==> config.mk <==
export PLATFORM = sky130hd
export DESIGN_NAME = fetch_unit
export DESIGN_NICKNAME = d
export VERILOG_FILES = /design/src/hw/fetch_pkg.sv /design/src/hw/fetch_controller.sv /design/src/hw/fetch_request.sv /design/src/hw/read_capture.sv /design/src/hw/fetch_packer.sv /design/src/hw/fetch_unit.sv
export SDC_FILE = /design/constraint.sdc
export NUM_CORES = 1
export LEC_CHECK = 0
export BUFFER_PORTS_ARGS = -buffer_cell sky130_fd_sc_hd__buf_2
export CAP_MARGIN = 5
export CORE_ASPECT_RATIO = 0.7
export CORE_MARGIN = 5
export CORE_UTILIZATION = 40
export CTS_BUF_LIST = sky130_fd_sc_hd__clkbuf_4 sky130_fd_sc_hd__clkbuf_8
export DETAILED_ROUTE_END_ITERATION = 10
export PLACE_DENSITY = 0.65
export REMOVE_ABC_BUFFERS = 1
export SYNTH_ARGS = -nofsm -noshare
export SYNTH_HDL_FRONTEND = slang
export SYNTH_HIERARCHICAL = 1
export SYNTH_SLANG_ARGS = --single-unit
==> constraint.sdc <==
create_clock -name clock -period 3.7 [get_ports clock]
set_input_delay 0.74 -clock clock [delete_from_list [all_inputs] [get_ports clock]]
set_output_delay 0.74 -clock clock [all_outputs]
set_load 0.02 [all_outputs]
==> src/hw/fetch_pkg.sv <==
package fetch_pkg;

  // ------------------------------------------------------------------------
  // Scalar types
  // ------------------------------------------------------------------------

  // Instruction address and instruction word
  typedef logic [31:0] addr_t;
  typedef logic [31:0] inst_t;

  // AXI4 read channel fields
  typedef logic [3:0] axi_id_t;
  typedef logic [1:0] axi_resp_t;

  // RRESP encodings
  localparam axi_resp_t RESP_OKAY   = 2'd0;
  localparam axi_resp_t RESP_EXOKAY = 2'd1;
  localparam axi_resp_t RESP_SLVERR = 2'd2;
  localparam axi_resp_t RESP_DECERR = 2'd3;

  // Fetch error code carried to decode
  typedef logic [1:0] fetch_err_t;

  localparam fetch_err_t ERR_NONE    = 2'd0;
  localparam fetch_err_t ERR_BUS     = 2'd1;
  localparam fetch_err_t ERR_ID      = 2'd2;
  localparam fetch_err_t ERR_NO_LAST = 2'd3;

  // ------------------------------------------------------------------------
  // Records
  // ------------------------------------------------------------------------

  // One R beat as seen on the bus, 39 bits
  typedef struct packed {
    inst_t     data;
    axi_resp_t resp;
    logic      last;
    axi_id_t   id;
  } read_beat_t;

  // Request side record, 36 bits
  typedef struct packed {
    addr_t   pc;
    axi_id_t id;
  } fetch_req_t;

  // Packet handed to decode, 66 bits
  typedef struct packed {
    addr_t      pc;
    inst_t      inst;
    fetch_err_t err;
  } fetch_packet_t;

endpackage

==> src/hw/fetch_controller.sv <==
`timescale 1ns/1ns

module fetch_controller (
  input  logic clock,
  input  logic reset,

  // Upstream PC handshake
  input  logic pc_valid_i,
  output logic pc_ready_o,

  // AR channel handshake
  input  logic arready_i,
  output logic arvalid_o,

  // R channel handshake
  input  logic rvalid_i,
  output logic rready_o,

  // Downstream packet handshake
  input  logic pkt_ready_i,
  output logic pkt_valid_o,

  // Strobes to the datapath
  output logic pc_we_o,
  output logic ar_done_o,
  output logic beat_we_o
);

  // One fetch in flight, walked through four states
  typedef enum logic [1:0] {
    ST_IDLE,
    ST_ADDR,
    ST_DATA,
    ST_HANDOFF
  } fetch_state_e;

  fetch_state_e cur_state;
  fetch_state_e next_state;

  // --------------------------------------------------------------------------
  // Handshake outputs, straight state decode
  // --------------------------------------------------------------------------

  assign pc_ready_o  = (cur_state == ST_IDLE);
  assign arvalid_o   = (cur_state == ST_ADDR);
  assign rready_o    = (cur_state == ST_DATA);
  assign pkt_valid_o = (cur_state == ST_HANDOFF);

  // Strobes fire in the same cycle as each handshake
  assign pc_we_o   = pc_valid_i & pc_ready_o;
  assign ar_done_o = arvalid_o & arready_i;
  assign beat_we_o = rvalid_i & rready_o;

  // --------------------------------------------------------------------------
  // State register
  // --------------------------------------------------------------------------

  always_ff @(posedge clock or negedge reset) begin
    if (!reset) begin
      cur_state <= ST_IDLE;
    end else begin
      cur_state <= next_state;
    end
  end

  // --------------------------------------------------------------------------
  // Next state
  // --------------------------------------------------------------------------

  always_comb begin
    // Hold by default, each wait state spins under back-pressure
    next_state = cur_state;
    case (cur_state)
      ST_IDLE: begin
        // PC accepted, issue the read next
        if (pc_we_o) begin
          next_state = ST_ADDR;
        end
      end
      ST_ADDR: begin
        // Address taken by the slave
        if (ar_done_o) begin
          next_state = ST_DATA;
        end
      end
      ST_DATA: begin
        // Single beat captured
        if (beat_we_o) begin
          next_state = ST_HANDOFF;
        end
      end
      ST_HANDOFF: begin
        // Decode took the packet
        if (pkt_ready_i) begin
          next_state = ST_IDLE;
        end
      end
      default: begin
        next_state = ST_IDLE;
      end
    endcase
  end

endmodule

==> src/hw/fetch_request.sv <==
`timescale 1ns/1ns

module fetch_request (
  input  logic                 clock,
  input  logic                 reset,

  // PC load from the upstream handshake
  input  logic                 pc_we_i,
  input  fetch_pkg::addr_t     pc_i,

  // AR handshake seen by the controller
  input  logic                 ar_done_i,

  // AR channel fields
  output fetch_pkg::addr_t     araddr_o,
  output fetch_pkg::axi_id_t   arid_o,

  // Record for the packer
  output fetch_pkg::fetch_req_t req_o
);

  fetch_pkg::addr_t   pc_q;
  fetch_pkg::axi_id_t id_cnt_q;
  fetch_pkg::axi_id_t issued_id_q;

  // --------------------------------------------------------------------------
  // PC register
  // --------------------------------------------------------------------------

  always_ff @(posedge clock or negedge reset) begin
    if (!reset) begin
      pc_q <= '0;
    end else if (pc_we_i) begin
      pc_q <= pc_i;
    end
  end

  // --------------------------------------------------------------------------
  // Rolling transaction ID
  // --------------------------------------------------------------------------

  always_ff @(posedge clock or negedge reset) begin
    if (!reset) begin
      id_cnt_q    <= '0;
      issued_id_q <= '0;
    end else if (ar_done_i) begin
      // Keep the ID that went out, then move on
      issued_id_q <= id_cnt_q;
      // Wraps at 16 by width
      id_cnt_q    <= id_cnt_q + 1'b1;
    end
  end

  // AR fields stay stable while arvalid waits
  assign araddr_o = pc_q;
  assign arid_o   = id_cnt_q;

  // PC paired with the ID actually issued
  assign req_o.pc = pc_q;
  assign req_o.id = issued_id_q;

endmodule

==> src/hw/read_capture.sv <==
`timescale 1ns/1ns

module read_capture (
  input  logic                  clock,
  input  logic                  reset,

  // Load strobe, high on the R handshake
  input  logic                  beat_we_i,

  // Beat as presented on the R channel
  input  fetch_pkg::read_beat_t beat_i,

  // Held copy for the packer
  output fetch_pkg::read_beat_t beat_o
);

  fetch_pkg::read_beat_t beat_q;

  // --------------------------------------------------------------------------
  // Beat register
  // --------------------------------------------------------------------------

  // The slave may drop rvalid and change the bus right after the handshake,
  // while decode can still stall the packet for many cycles
  always_ff @(posedge clock or negedge reset) begin
    if (!reset) begin
      beat_q <= '0;
    end else if (beat_we_i) begin
      beat_q <= beat_i;
    end
  end

  // Whole record forwarded, fields picked apart in the packer
  assign beat_o = beat_q;

endmodule

==> src/hw/fetch_packer.sv <==
`timescale 1ns/1ns

module fetch_packer (
  // Request record from the address side
  input  fetch_pkg::fetch_req_t    req_i,

  // Captured beat from the data side
  input  fetch_pkg::read_beat_t    beat_i,

  // Packet for decode
  output fetch_pkg::fetch_packet_t pkt_o
);

  fetch_pkg::fetch_err_t err;

  // --------------------------------------------------------------------------
  // Error code, first match wins
  // --------------------------------------------------------------------------

  always_comb begin
    if (beat_i.resp == fetch_pkg::RESP_SLVERR ||
        beat_i.resp == fetch_pkg::RESP_DECERR) begin
      // Bus error masks anything else
      err = fetch_pkg::ERR_BUS;
    end else if (beat_i.id != req_i.id) begin
      // Beat belongs to some other transaction
      err = fetch_pkg::ERR_ID;
    end else if (!beat_i.last) begin
      // Single-beat read must end here
      err = fetch_pkg::ERR_NO_LAST;
    end else begin
      // OKAY and EXOKAY both land here
      err = fetch_pkg::ERR_NONE;
    end
  end

  // Packet fields
  assign pkt_o.pc   = req_i.pc;
  assign pkt_o.inst = beat_i.data;
  assign pkt_o.err  = err;

endmodule

==> src/hw/fetch_unit.sv <==
`timescale 1ns/1ns

module fetch_unit (
  input  logic                     clock,
  input  logic                     reset,

  // Upstream PC
  input  logic                     pc_valid_i,
  input  fetch_pkg::addr_t         pc_i,
  output logic                     pc_ready_o,

  // AXI4 AR channel
  output logic                     arvalid_o,
  input  logic                     arready_i,
  output fetch_pkg::addr_t         araddr_o,
  output fetch_pkg::axi_id_t       arid_o,

  // AXI4 R channel
  input  logic                     rvalid_i,
  output logic                     rready_o,
  input  fetch_pkg::inst_t         rdata_i,
  input  fetch_pkg::axi_resp_t     rresp_i,
  input  logic                     rlast_i,
  input  fetch_pkg::axi_id_t       rid_i,

  // Decode side
  output logic                     pkt_valid_o,
  input  logic                     pkt_ready_i,
  output fetch_pkg::fetch_packet_t pkt_o
);

  // Controller strobes
  logic pc_we;
  logic ar_done;
  logic beat_we;

  // Datapath records
  fetch_pkg::read_beat_t r_beat;
  fetch_pkg::read_beat_t beat_q;
  fetch_pkg::fetch_req_t req;

  // R fields gathered into one beat
  assign r_beat = '{data: rdata_i, resp: rresp_i, last: rlast_i, id: rid_i};

  // --------------------------------------------------------------------------
  // Sequencing
  // --------------------------------------------------------------------------

  fetch_controller u_controller (
    .clock       (clock),
    .reset       (reset),
    .pc_valid_i  (pc_valid_i),
    .pc_ready_o  (pc_ready_o),
    .arready_i   (arready_i),
    .arvalid_o   (arvalid_o),
    .rvalid_i    (rvalid_i),
    .rready_o    (rready_o),
    .pkt_ready_i (pkt_ready_i),
    .pkt_valid_o (pkt_valid_o),
    .pc_we_o     (pc_we),
    .ar_done_o   (ar_done),
    .beat_we_o   (beat_we)
  );

  // --------------------------------------------------------------------------
  // Request and capture sides
  // --------------------------------------------------------------------------

  fetch_request u_request (
    .clock     (clock),
    .reset     (reset),
    .pc_we_i   (pc_we),
    .pc_i      (pc_i),
    .ar_done_i (ar_done),
    .araddr_o  (araddr_o),
    .arid_o    (arid_o),
    .req_o     (req)
  );

  read_capture u_capture (
    .clock     (clock),
    .reset     (reset),
    .beat_we_i (beat_we),
    .beat_i    (r_beat),
    .beat_o    (beat_q)
  );

  // Packet assembly
  fetch_packer u_packer (
    .req_i  (req),
    .beat_i (beat_q),
    .pkt_o  (pkt_o)
  );

endmodule

==> flow_summary.json <==
{
  "worst_pin_slew_ps": 1010,
  "gp_congestion": 0.733,
  "numPortBuffers": 181,
  "maxCapViolCount": 0,
  "crit_buf_inv": 1,
  "finalSetupViolCount": 0,
  "grt_pass1_vias": 2376,
  "crit_type": "flop to output pin",
  "synth_area_per_cell_sq_um": 14.1,
  "final.min_clock_period_ps": 2190,
  "wl_um": 8000,
  "start_util_pct": 40.3,
  "cts_setup_buffers": 0,
  "dieArea_sq_um": 12400,
  "p_leak_nw": 2.33,
  "cp-endpoint": "pkt_o[1]",
  "clock_skew_ps": 6.71,
  "grt.total_usage_pct": 12.6,
  "wl_per_cell_um": 15.5,
  "die_h_um": 94.8,
  "p_total_mw": 4.75,
  "r2r_slack_ps": 1560,
  "num_rows": 31,
  "outcome": "finished clean",
  "cp_top_family": "flip-flops",
  "antenna_found_initial": 0,
  "hold-path-cell-count": 1,
  "critPathArrivalTime_ps": 1450,
  "wl_met3_um": 909,
  "cts-hold-fix-buffers": 0,
  "crit_cells": 4,
  "via_count": 2285,
  "clock-root-buffer": "clkbuf_8",
  "required_ps": 2960,
  "slowest_stage": "dfrtp_1",
  "vdd_ir_drop_max_v": 0.000525,
  "wl_met1_um": 3210,
  "highest_layer": "met4",
  "core_sq_um": 10200,
  "worstPathCellList": "xnor2_1, nand4_1, o21ba_1, buf_2",
  "diodes": 0,
  "crit_fanout": 2,
  "drt_first_iter_violations": 36,
  "setup.worst_path.start_class": "flop",
  "post-dp-hpwl_um": 6030,
  "netSwitchingFraction_pct": 41.6,
  "drt_pass1_iterations": 4,
  "drv_slew": 0,
  "end_kind": "output pin",
  "ant_nets": 0,
  "gr-total-overflow": 0,
  "cts_resized": 0,
  "rsz0062_at_grt": "no",
  "cpPeakStageDelay_ps": 390,
  "finalCritPeriodShare_pct": 59.3,
  "synth_area_sq_um": 4110,
  "p_seq_share_pct": 34.5,
  "clkTransAtPathRegs_ps": 80,
  "hold_viol": 0,
  "die_x_um": 131,
  "clk_latency_ps": 340,
  "cp-startpoint": "u_request/issued_id_q[1]",
  "switchingPower_mw": 1.98,
  "grt_pass1_wl_um": 12500,
  "cts_tree": "built",
  "grt_max_degree": 81,
  "min_path_type": "flop to flop",
  "layout_common_cells": "buf_2, dfrtp_1, mux2_4",
  "syn_inst": 291,
  "htreeDepth": 3,
  "final_common_cell": "buf_2",
  "internal_power_mw": 2.77,
  "p_per_area_nw_per_um2": 1040,
  "cts_buffers": 9,
  "dr_wl_met2_um": 3780,
  "rr_endpoint": "u_capture/beat_o[24]",
  "r2r_start": "u_controller/cur_state[0]",
  "area_growth_pct": 11.1,
  "fmax_mhz": 456,
  "setup_tns_ps": 0,
  "yosysWarnings": 6,
  "final_nets": 462,
  "pwr-share-clk_pct": 13.8,
  "viasPerCell": 4.42,
  "max-clock-path-buffers": 2,
  "pin_count": 183,
  "route.detailed.drc": 0,
  "cts_sinks": 80,
  "drive_gt1_share_pct": 72.5,
  "pwr-share-comb_pct": 51.7,
  "relSlewSlack_pct": 32.6,
  "rr_worst_depth": 4
}
[per-layer routing]
| layer | GRT usage (%) | vias up |
|---|---|---|
| met5 | 0 | - |
| met4 | 4.15 | 0 |
| met3 | 7.03 | 14 |
| met2 | 19.9 | 115 |
| met1 | 14.8 | 1113 |
| li1 | - | 1043 |
[registers in the layout, summed over array words and instances (netlist names)]
register / cells
u_capture/beat_o: 38
u_controller/cur_state: 2
u_request/araddr_o: 32
u_request/arid_o: 4
u_request/issued_id_q: 4
[power groups by stage]
stage / sequential, mW / combinational [mW] / clock, mW
6_report: 1.64 / 2.45 / 0.654
5_1_grt: 1.71 / 2.61 / 0.719
4_1_cts: 1.65 / 2.50 / 0.690
3_5_place_dp: 1.65 / 2.50 / 0
3_3_place_gp: 1.63 / 2.47 / 0
2_1_floorplan: 2.32 / 0.960 / 0
[per-stage QoR]
step	utilization, %	worst slack, ps	hold WS [ps]	cell area (sq um)	std cells
floorplan	-	1140	444	3270	186
global placement	42.7	1490	480	4360	501
detailed placement	42.7	1440	490	4360	501
CTS	44.7	1470	509	4560	517
global route	44.7	1400	517	4560	517
finish	44.7	1510	497	4560	517
[area by class of cell]
cell class / count / area [sq um]
Fill cell: 960 / 5640
Sequential cell: 80 / 2000
Multi-Input combinational cell: 102 / 1250
Timing Repair Buffer: 183 / 923
Tap cell: 132 / 165
Clock buffer: 10 / 138
Clock inverter: 6 / 67.6
Inverter: 4 / 15.0
[how the worst min path moves through the flow]
stage                                     from                   end  slack, ps
after global routing      u_capture/beat_o[13]  u_capture/beat_o[13]        520
final                      u_request/arid_o[3]   u_request/arid_o[3]        500
after detailed placement  u_capture/beat_o[12]  u_capture/beat_o[12]        490
after CTS                 u_capture/beat_o[12]  u_capture/beat_o[12]        510
after floorplan                          reset   u_capture/beat_o[0]        440
after global placement     u_request/arid_o[3]   u_request/arid_o[3]        480
[worst register-to-register path, delay by kind of cell, from the launching register on]
| family | cells | cell delay [ps] |
|---|---|---|
| adders and majority gates | 1 | 220 |
| and+or+nand+nor | 1 | 810 |
| DFF | 1 | 410 |
| buffers and inverters | 1 | 110 |
| muxes | 1 | 470 |
Power figures use the tool's default switching activity.
